**config.mk**
```make
export PLATFORM = sky130hd
export DESIGN_NAME = pe_top
export DESIGN_NICKNAME = d
export VERILOG_FILES = /design/src/verilog/pe_pkg.sv /design/src/verilog/pe_weight_pad.sv /design/src/verilog/pe_fmap_window.sv /design/src/verilog/pe_mac_engine.sv /design/src/verilog/pe_top.sv
export VERILOG_INCLUDE_DIRS = /design/src /design/src/verilog
export SDC_FILE = /design/constraint.sdc
export NUM_CORES = 2
export LEC_CHECK = 0
export BUFFER_PORTS_ARGS = -buffer_cell sky130_fd_sc_hd__buf_4
export CAP_MARGIN = 20
export CORE_UTILIZATION = 55
export CTS_BUF_LIST = sky130_fd_sc_hd__clkbuf_16
export CTS_CLUSTER_SIZE = 14
export DETAILED_ROUTE_END_ITERATION = 6
export PLACE_DENSITY = 0.74
export SLEW_MARGIN = 25
export SYNTH_ARGS = -nofsm -noshare
export SYNTH_HDL_FRONTEND = slang
export SYNTH_SLANG_ARGS = --single-unit
```
**constraint.sdc**
```tcl
create_clock -name clk -period 9.7 [get_ports clk]
set_clock_uncertainty 0.15 [all_clocks]
set_input_delay 0.97 -clock clk [delete_from_list [all_inputs] [get_ports clk]]
set_output_delay 0.97 -clock clk [all_outputs]
set_load 0.005 [all_outputs]
```
**src/verilog/pe_params.svh**
```systemverilog
/* fixed sizes of the row-stationary PE, no per-instance override
   filter_len * filter_num must fit the weight pad */
`ifndef PE_PARAMS_SVH
`define PE_PARAMS_SVH

// ------------------------------
// datapath widths
// ------------------------------
`define PE_DATA_W 16 // pixel and weight, signed
`define PE_PSUM_W 40 // 2 x 16 product plus growth over 64 products

// ------------------------------
// pad sizes
// ------------------------------
`define PE_W_PAD_SIZE 64 // weight pad entries

// window slots, also the largest filter_len
`define PE_IF_PAD_SIZE 8

`define PE_MAX_FILTERS 8 // largest filter_num

`endif

```
**src/verilog/pe_pkg.sv**
```systemverilog
/* types shared by the PE blocks, widths follow pe_params.svh
   tap and filter counts carry one extra bit to hold the full count */
`default_nettype none

`include "pe_params.svh"

package pe_pkg;

  // ------------------------------
  // vectors
  // ------------------------------
  typedef logic signed [`PE_DATA_W-1:0] data_t; // pixel / weight
  typedef logic signed [`PE_PSUM_W-1:0] psum_t; // accumulator / result

  typedef logic [$clog2(`PE_W_PAD_SIZE)-1:0] waddr_t; // weight pad address
  typedef logic [$clog2(`PE_IF_PAD_SIZE)-1:0] faddr_t; // window slot

  typedef logic [$clog2(`PE_IF_PAD_SIZE):0] tap_cnt_t; // 1..8 taps
  typedef logic [$clog2(`PE_MAX_FILTERS):0] filt_idx_t; // filter index or count

  // ------------------------------
  // structs
  // ------------------------------
  typedef struct packed {
    tap_cnt_t  filter_len; // taps per filter
    filt_idx_t filter_num; // filters per window
  } pe_cfg_t;

  // one result on the psum stream
  typedef struct packed {
    psum_t     psum;
    filt_idx_t filt;      // filter of this dot product
    logic      last_filt; // final filter of the window
  } pe_beat_t;

  typedef enum logic [1:0] {
    IDLE,  // wait for weights and a full window
    ACCUM, // one product per cycle
    DRAIN  // sum done, waiting for the output register
  } mac_state_t;

endpackage

`default_nettype wire

```
**src/verilog/pe_weight_pad.sv**
```systemverilog
/* weights load once after reset, filter by filter, oldest tap first
   needs filter_len * filter_num <= PE_W_PAD_SIZE, cfg stable during the run */
`default_nettype none

`include "pe_params.svh"

module pe_weight_pad import pe_pkg::*; (
  input  wire       clk,
  input  wire       rst,
  input  pe_cfg_t   cfg,
  // weight stream
  input  wire       weight_valid,
  output logic      weight_ready,
  input  data_t     weight,
  output logic      weights_loaded,
  // read port, async
  input  waddr_t    w_addr,
  output data_t     w_data
);

  // ------------------------------
  // write side
  // ------------------------------
  logic [$clog2(`PE_W_PAD_SIZE):0] wr_cnt;  // one bit over the address
  logic [$clog2(`PE_W_PAD_SIZE):0] w_total; // weights to accept
  logic                            w_push;

  data_t w_mem [`PE_W_PAD_SIZE];

  assign w_total = cfg.filter_len * cfg.filter_num;

  // counter stops at the total, so ready never comes back
  assign weights_loaded = (wr_cnt == w_total);
  assign weight_ready   = ~weights_loaded;
  assign w_push         = weight_valid & weight_ready;

  always_ff @(posedge clk or posedge rst) begin
    if (rst) begin
      wr_cnt <= '0;
    end else if (w_push) begin
      wr_cnt <= wr_cnt + 1'b1;
    end
  end

  // storage
  always_ff @(posedge clk) begin
    if (w_push) begin
      w_mem[waddr_t'(wr_cnt)] <= weight; // consecutive addresses
    end
  end

  // ------------------------------
  // read side
  // ------------------------------
  assign w_data = w_mem[w_addr]; // same-cycle read

endmodule

`default_nettype wire

```
**src/verilog/pe_fmap_window.sv**
```systemverilog
/* sliding pixel window, stride 1, prefetches up to PE_IF_PAD_SIZE pixels
   tap 0 is the oldest pixel held, slide drops exactly one pixel */
`default_nettype none

`include "pe_params.svh"

module pe_fmap_window import pe_pkg::*; (
  input  wire       clk,
  input  wire       rst,
  input  pe_cfg_t   cfg,
  // pixel stream
  input  wire       pix_valid,
  output logic      pix_ready,
  input  data_t     pix,
  output logic      window_full,
  // from the MAC engine
  input  wire       slide,
  input  faddr_t    tap,
  output data_t     px_data
);

  // ------------------------------
  // circular buffer state
  // ------------------------------
  faddr_t   wr_ptr; // next free slot
  faddr_t   head;   // oldest pixel
  tap_cnt_t count;  // pixels held, 0..8
  faddr_t   rd_idx;
  logic     push;

  data_t px_mem [`PE_IF_PAD_SIZE];

  assign pix_ready   = (count < tap_cnt_t'(`PE_IF_PAD_SIZE));
  assign push        = pix_valid & pix_ready;
  assign window_full = (count >= cfg.filter_len); // enough pixels for one window

  // pointers and occupancy
  always_ff @(posedge clk or posedge rst) begin
    if (rst) begin
      wr_ptr <= '0;
      head   <= '0;
      count  <= '0;
    end else begin
      if (push) begin
        wr_ptr <= wr_ptr + 1'b1; // wraps at 8
      end
      if (slide) begin
        head <= head + 1'b1;     // drop oldest
      end
      // push and slide may coincide
      case ({push, slide})
        2'b10:   count <= count + 1'b1;
        2'b01:   count <= count - 1'b1;
        default: count <= count;
      endcase
    end
  end

  // slot write
  always_ff @(posedge clk) begin
    if (push) begin
      px_mem[wr_ptr] <= pix;
    end
  end

  // ------------------------------
  // read port
  // ------------------------------
  // 3-bit add wraps modulo the window size
  assign rd_idx  = head + tap;
  assign px_data = px_mem[rd_idx];

endmodule

`default_nettype wire

```
**src/verilog/pe_mac_engine.sv**
```systemverilog
/* one dot product per filter, filter_len cycles each, then one cycle to load
   the output register; stalls in DRAIN while that register is still held */
`default_nettype none

`include "pe_params.svh"

module pe_mac_engine import pe_pkg::*; (
  input  wire       clk,
  input  wire       rst,
  input  pe_cfg_t   cfg,
  input  wire       weights_loaded,
  input  wire       window_full,
  // pad read ports
  output waddr_t    w_addr,
  input  data_t     w_data,
  output faddr_t    tap,
  input  data_t     px_data,
  output logic      slide,
  // psum stream
  output logic      psum_valid,
  input  wire       psum_ready,
  output pe_beat_t  psum_beat
);

  // ------------------------------
  // sequencer state
  // ------------------------------
  mac_state_t state;
  faddr_t     tap_q;    // current tap, 0..filter_len-1
  filt_idx_t  filt_q;   // current filter
  psum_t      acc;
  logic       last_tap;
  logic       last_filt;
  logic       load;     // sum moves into the output register

  logic signed [2*`PE_DATA_W-1:0] prod;

  // output register
  pe_beat_t beat_q;
  logic     out_valid_q;

  assign last_tap  = (tap_q == faddr_t'(cfg.filter_len - 1'b1));
  assign last_filt = (filt_q == cfg.filter_num - 1'b1);

  // register free, or emptied on this edge
  assign load  = (state == DRAIN) & (~out_valid_q | psum_ready);
  assign slide = load & last_filt; // window done

  // ------------------------------
  // pad addressing and MAC
  // ------------------------------
  assign w_addr = filt_q * cfg.filter_len + tap_q; // filter-major layout
  assign tap    = tap_q;
  assign prod   = w_data * px_data;

  always_ff @(posedge clk or posedge rst) begin
    if (rst) begin
      state  <= IDLE;
      tap_q  <= '0;
      filt_q <= '0;
    end else begin
      case (state)
        IDLE: begin
          if (weights_loaded && window_full) begin
            state <= ACCUM;
          end
        end
        ACCUM: begin
          if (last_tap) begin
            state <= DRAIN; // sum complete after this edge
          end else begin
            tap_q <= tap_q + 1'b1;
          end
        end
        DRAIN: begin
          if (load) begin
            tap_q <= '0;
            if (last_filt) begin
              filt_q <= '0;
              state  <= IDLE; // wait for the slid window
            end else begin
              filt_q <= filt_q + 1'b1;
              state  <= ACCUM;
            end
          end
        end
        default: state <= IDLE;
      endcase
    end
  end

  // tap 0 restarts the sum, no separate clear
  always_ff @(posedge clk) begin
    if (state == ACCUM) begin
      acc <= ((tap_q == '0) ? psum_t'(0) : acc) + psum_t'(prod);
    end
  end

  // ------------------------------
  // output register
  // ------------------------------
  always_ff @(posedge clk or posedge rst) begin
    if (rst) begin
      out_valid_q <= 1'b0;
    end else if (load) begin
      out_valid_q <= 1'b1; // new beat replaces any accepted one
    end else if (psum_ready) begin
      out_valid_q <= 1'b0;
    end
  end

  always_ff @(posedge clk) begin
    if (load) begin
      beat_q.psum      <= acc;
      beat_q.filt      <= filt_q;
      beat_q.last_filt <= last_filt;
    end
  end

  assign psum_valid = out_valid_q;
  assign psum_beat  = beat_q;

endmodule

`default_nettype wire

```
**src/verilog/pe_top.sv**
```systemverilog
/* row-stationary 1-D conv PE, stride 1, valid/ready on all three streams
   cfg held stable from reset release to the end of the run */
`default_nettype none

module pe_top import pe_pkg::*; (
  input  wire       clk,
  input  wire       rst,
  input  pe_cfg_t   cfg,
  // weight stream
  input  wire       weight_valid,
  output logic      weight_ready,
  input  data_t     weight,
  // pixel stream
  input  wire       pix_valid,
  output logic      pix_ready,
  input  data_t     pix,
  // psum stream
  output logic      psum_valid,
  input  wire       psum_ready,
  output pe_beat_t  psum_beat
);

  // ------------------------------
  // internal wires
  // ------------------------------
  logic   weights_loaded;
  logic   window_full;
  logic   slide;     // engine done with a window
  waddr_t w_addr;
  data_t  w_data;
  faddr_t tap;       // offset from oldest pixel
  data_t  px_data;

  pe_weight_pad u_weight_pad (
    .clk            (clk),
    .rst            (rst),
    .cfg            (cfg),
    .weight_valid   (weight_valid),
    .weight_ready   (weight_ready),
    .weight         (weight),
    .weights_loaded (weights_loaded),
    .w_addr         (w_addr),
    .w_data         (w_data)
  );

  pe_fmap_window u_fmap_window (
    .clk         (clk),
    .rst         (rst),
    .cfg         (cfg),
    .pix_valid   (pix_valid),
    .pix_ready   (pix_ready),
    .pix         (pix),
    .window_full (window_full),
    .slide       (slide),
    .tap         (tap),
    .px_data     (px_data)
  );

  // sequencer and output stage
  pe_mac_engine u_mac_engine (
    .clk            (clk),
    .rst            (rst),
    .cfg            (cfg),
    .weights_loaded (weights_loaded),
    .window_full    (window_full),
    .w_addr         (w_addr),
    .w_data         (w_data),
    .tap            (tap),
    .px_data        (px_data),
    .slide          (slide),
    .psum_valid     (psum_valid),
    .psum_ready     (psum_ready),
    .psum_beat      (psum_beat)
  );

endmodule

`default_nettype wire

```
# Word-level counts from Yosys, hierarchy flattened
# Memory sizes are Yosys's and may differ from the RTL's.
# Index checks and enable logic that the tools add are counted.
# classes
bitwise	7
order_cmp	2
multipliers	3
n_addsub	12
eq_ne	11
reduce_logical	9
n_mux	17
# ops
cell	n
adder 40 x 32 -> 40 bit	1
2-to-1 mux 40 bit	1
multiplier 16 x 16 -> 32 bit	1
adder 3 x 1 -> 3 bit (second input constant)	3
adder 4 x 1 -> 4 bit (second input constant)	2
one-hot mux 4 bit (2 select lines)	1
subtractor 4 x 1 -> 4 bit (second input constant)	2
adder 7 x 1 -> 7 bit (second input constant)	1
== test 7 bit	1
multiplier 4 x 4 -> 7 bit	1
2-to-1 mux 1 bit	7
adder 6 x 3 -> 6 bit	1
multiplier 4 x 4 -> 6 bit	1
2-to-1 mux 2 bit	3
2-to-1 mux 3 bit	2
inequality test 2 x 1 -> 1 bit (second input constant)	3
one-hot mux 2 bit (3 select lines)	1
one-hot mux 3 bit (2 select lines)	1
AND reduction 3 bit	2
nonzero test 2 bit	3
AND 1 bit	4
== test 2 x 1 -> 1 bit (second input constant)	2
== test 2 bit (second input constant)	2
== test 4 bit	1
other kinds (13)	14
# totals
reg_bits	112
elab_cells	75
ram_bits	1152
memories	2
# memory_table
memory	words	width	rd	rd_ports_with_merged_regs	wr	line_no	text
u_weight_pad.w_mem	64	16	1	0	1	pe_weight_pad.sv:28	data_t w_mem [`PE_W_PAD_SIZE];
u_fmap_window.px_mem	8	16	1	0	1	pe_fmap_window.sv:31	data_t px_mem [`PE_IF_PAD_SIZE];

# Logic depth before layout (Yosys ltp)
# logic_depth
word_depth	6
depth_mapped	40
ltp_nobuf	35

# Cells and area by module
# A second synthesis with hierarchy kept.
# hier_totals
hier_cells	3655
hier_area_um2	62158.4
# modules_own_cells
module	seq_area_each_um2	area_per_inst_um2	n_inst	cells_each
pe_weight_pad	30924.7	40390.0	1	1806
pe_mac_engine	2802.7	16131.7	1	1590
pe_fmap_window	4093.9	5636.7	1	259

# Worst setup path before layout
# Ideal clock, no wire load.
# synth_path
path_kind	in2reg
start	input cfg[5] (netlist name)
end	register u_mac_engine.acc[38], data pin
arrival_time_ps	9873
stages	33
setup_slack_ps	-587
path_buffers	4
path_cell_list	nand2_1 fa_1 fa_1 inv_1 ha_1 ha_1 xor2_1 buf_4 buf_2 buf_2 mux4_2 mux2_2 o21ai_2 buf_2 or2_2 fa_1 fa_1 inv_1 fa_1 fa_1 fa_1 inv_1 fa_1 inv_1 ha_1 nor2b_1 o21ai_0 nand2b_1 a2111oi_0 o21a_1 a211oi_1 a221oi_1 xnor2_1
# synth_between
elab_chain_cells	5
# synth_rtl
item	line_no	text
start: declaration	pe_top.sv:8	input pe_cfg_t cfg,
multiplier 4 x 4 -> 6 bit	pe_mac_engine.sv:52	assign w_addr = filt_q * cfg.filter_len + tap_q;
adder 6 x 3 -> 6 bit	pe_mac_engine.sv:52	
memory (64 x 16 bit)	-	
multiplier 16 x 16 -> 32 bit	pe_mac_engine.sv:54	assign prod = w_data * px_data;
adder 40 x 32 -> 40 bit	pe_mac_engine.sv:95	acc <= ((tap_q == '0) ? psum_t'(0) : acc) + psum_t'(prod);
end signal: assignment	pe_mac_engine.sv:95	
end: declaration	pe_mac_engine.sv:31	psum_t acc;
# No other way between the ends.
# A chain may end at the register's enable or synchronous reset.

# Worst setup path after layout
# layout_path
start	register u_mac_engine.filt_q[0]
end	register u_mac_engine.acc[33], data pin
# layout_between
elab_chain_cells	5
# layout_rtl
item	line_no	text
start: declaration	pe_mac_engine.sv:30	filt_idx_t filt_q;
start signal: assignment	pe_mac_engine.sv:82	filt_q <= filt_q + 1'b1;
multiplier 4 x 4 -> 6 bit	pe_mac_engine.sv:52	
adder 6 x 3 -> 6 bit	pe_mac_engine.sv:52	
memory (64 x 16 bit)	-	
multiplier 16 x 16 -> 32 bit	pe_mac_engine.sv:54	
adder 40 x 32 -> 40 bit	pe_mac_engine.sv:95	
# No other way between the ends.

==> impl_results.md <==
- Maximum root-to-sink buffer count: 3
- Slowest cell on crit path: fa_4
- TritonCTS clock tree: built
- Setup CP Type: reg -> reg
- Largest net degree at the start of global routing: 65
- Clk slew on worst S/H paths: 0.06 ns
- Slew Limit Fails: 0
- DPL Wire Length: 91.4 mm
- Placeable Area: 111,000 sq um
- First-pass GRT wire length: 215 mm
- Die height: 337 um
- Drt pass-1 iters: 5
- Number of synthesized flops with an enable pin: 1,237
- Worst-skew pair later-pin latency: 0.75 ns
- Distinct cells, synth: 64
- Placed Area: 67,400 sq um
- CP Depth: 34
- Primary FF master, synth: edfxtp_1
- DIE WIDTH: 337 um
- Max-cap violations: 0
- Area of the mapped netlist: 61,800 sq um
- Antenna violations before repair: 3
- Slew margin rel.: 0.289
- Layout cell share with drive strength beyond 1: 0.336
- Area contributors post-synth: edfxtp_1 (60%), mux4_2 (13%), fa_1 (11%), ha_1 (3.2%), inv_1 (2.6%)
- Placer Congestion: 0.853
- CP endpoint kind: flip-flop
- CP arrival: 9.98 ns
- Fill cells: 7,289
- FF-to-FF path depth: 34
- Root Buffer: clkbuf_16
- Antenna Nets Post-Route: 0
- Least-Margin Pin Slew: 1.06 ns
- Period Utilization, post-route: 0.999
- Most used cell, CP: fa_1
- Most frequent cell after synthesis: edfxtp_1
- Nets: 4,564
- Worst R2R Start: u_mac_engine.filt_q[0]$_DFFE_PP0P_
- Req. time, crit path: 9.99 ns
- Total congestion overflow: 0
- FF-to-FF setup slack: 0.01 ns
- CP Buf/Inv Count: 8
- Worst Setup Start Kind: flip-flop
- Routed WL: 143 mm
- Wire length per cell: 25.5 um
- GRT Overall Usage: 0.258
- Post-route setup slack: 0.0135 ns
- CTS H-tree lvls: 3
- Worst path max stage delay: 0.86 ns
- Routed vias: 32,653
- Vias in the first global route: 34,320
- PortBufs: 92
- Final hold viol count: 0
- Synth top cells by count: edfxtp_1 (1,237), inv_1 (425), mux4_2 (348)
- Clock Sinks: 1,264
- Critical path startpoint: u_mac_engine.filt_q[0]$_DFFE_PP0P_
- Yosys top cell area share: 0.601
- Crit-path max FO: 8
- R2R Path End: u_mac_engine.acc[33]$_DFFE_PP_
- Seq/Total Area, Yosys: 0.612
- DRC: 0
- Critical path's top delay family: adder cells
- Min Tclk post-route: 9.69 ns
- Rows: 122
- Die ar.: 114,000 sq um
- Design Area, Final: 72,700 sq um
- Worst Hold Class: in -> async
- Status: finished clean
- Post-cts hold buffer count: 0
- Seq cells post-synth: 1,264
- Syn Inst Count: 3,510
- Avg Vias per Cell: 5.82
- Area Overhead vs Synth: 17.6%
- Initial DRC Count: 2,983
- Avg Synthesized Cell Area: 17.6 sq um
- Fin util: 0.655
- RSZ-0062 raised after global routing: yes
- Yosys warns: 0
- Post-place setup slack: -0.965 ns
- Syn_nets: 4,053
- Starting Density: 0.557
- I/O Pins: 93
- Yosys top cell by area: edfxtp_1
- Final setup vio count: 0
- Cts bufs inserted: 119
- Fmax: 103 MHz
- Synth async-reset ratio: 0.0214
- Worst setup path end: u_mac_engine.acc[33]$_DFFE_PP_
what timing repair did:
item | in CTS | in global routing
hold endpoints to repair | 0 | 0
cloned | 2 | 1
buffers inserted | 25 | 31
pin swaps | 24 | 104
setup endpoints to repair | 14 | 18
gates resized for setup | 64 | 177
sequential cells by signal, indices dropped and copies added (netlist names):
name,count
u_mac_engine.filt_q,4
u_mac_engine.psum_beat,45
u_mac_engine.acc,40
u_fmap_window.wr_ptr,3
u_mac_engine.state,2
u_weight_pad.w_mem,1024
u_fmap_window.count,4
u_weight_pad.wr_cnt,7
u_fmap_window.px_mem,128
u_mac_engine.tap,3
u_fmap_window.head,3
u_mac_engine.psum_valid,1
area by class of cell:
cell class | instances | area, sq um | share of cell area
inverter | 425 | 1600 | 0.0220
timing repair buffer | 528 | 4850 | 0.0668
clock buffer | 119 | 2980 | 0.0410
clock inverter | 101 | 638 | 0.00878
antenna | 1 | 2.50 | 0.0000344
sequential | 1264 | 37800 | 0.520
tap | 1488 | 1860 | 0.0256
multi-input combinational | 1683 | 22900 | 0.315
routing by layer:
layer | part of all wire | up-vias | GRT usage
met4 | 0.033 | 2 | 0.0826
met3 | 0.063 | 284 | 0.0371
met5 | 0.000091 | - | 0
met1 | 0.38 | 17145 | 0.334
li1 | - | 13928 | -
met2 | 0.52 | 1294 | 0.451
worst min-delay path by stage:
stage / start / endpoint / cells after the start
after floorplan: u_mac_engine.acc[5]$_DFFE_PP_ / u_mac_engine.psum_beat[10]$_DFFE_PP_ / 0
after global placement: u_mac_engine.acc[18]$_DFFE_PP_ / u_mac_engine.psum_beat[23]$_DFFE_PP_ / 0
after detailed placement: u_mac_engine.acc[7]$_DFFE_PP_ / u_mac_engine.psum_beat[12]$_DFFE_PP_ / 0
after CTS: rst / u_fmap_window.count[1]$_DFFE_PP0P_ / 2
after global routing: rst / u_mac_engine.filt_q[0]$_DFFE_PP0P_ / 2
final: rst / u_mac_engine.filt_q[0]$_DFFE_PP0P_ / 2
placed cells by master, fill, tap and decap left out, types with 27 or more instances in the layout:
cell	Yosys	final
mux4_2	348	348
nor2_1	217	178
clkinv_1	0	37
and2_1	55	52
clkbuf_16	0	119
nand2_1	61	52
inv_1	425	436
fa_1	341	319
a21oi_1	45	28
ha_1	157	130
dfrtp_1	27	27
or2_2	131	121
buf_12	0	56
xnor2_1	62	58
buf_4	19	440
edfxtp_1	1237	1237
worst register-to-register path: cells and delay by family, from the launching register on:
kind	cells	cell delay, ns
fa+ha+maj	11	4.94
compound gates	8	1.60
mux	3	1.15
buf+inv	8	0.61
flops	1	0.40
simple gates	3	0.36
xor+xnor	1	0.15
cell families after synthesis:
logic type / count (synthesis) / synth area share
buf+inv: 563 / 0.0373
fa+ha+maj: 498 / 0.142
simple gates: 550 / 0.0442
mux: 408 / 0.138
xor+xnor: 83 / 0.0118
flops: 1264 / 0.612
compound gates: 144 / 0.0149
metrics by stage:
| stage | hold slack, ns | setup TNS, ns | std cells |
|---|---|---|---|
| floorplan | 0.267 | -0.0695 | 3510 |
| global placement | 0.273 | -12.93 | 5331 |
| detailed placement | 0.276 | -14.75 | 5331 |
| CTS | 0.128 | 0 | 5578 |
| global route | 0.181 | -1.29 | 5609 |
| finish | 0.155 | 0 | 5609 |
Power is left out: the tool's default activity adds up to more than one toggle a clock period on the data nets, which glitch-free logic cannot reach.
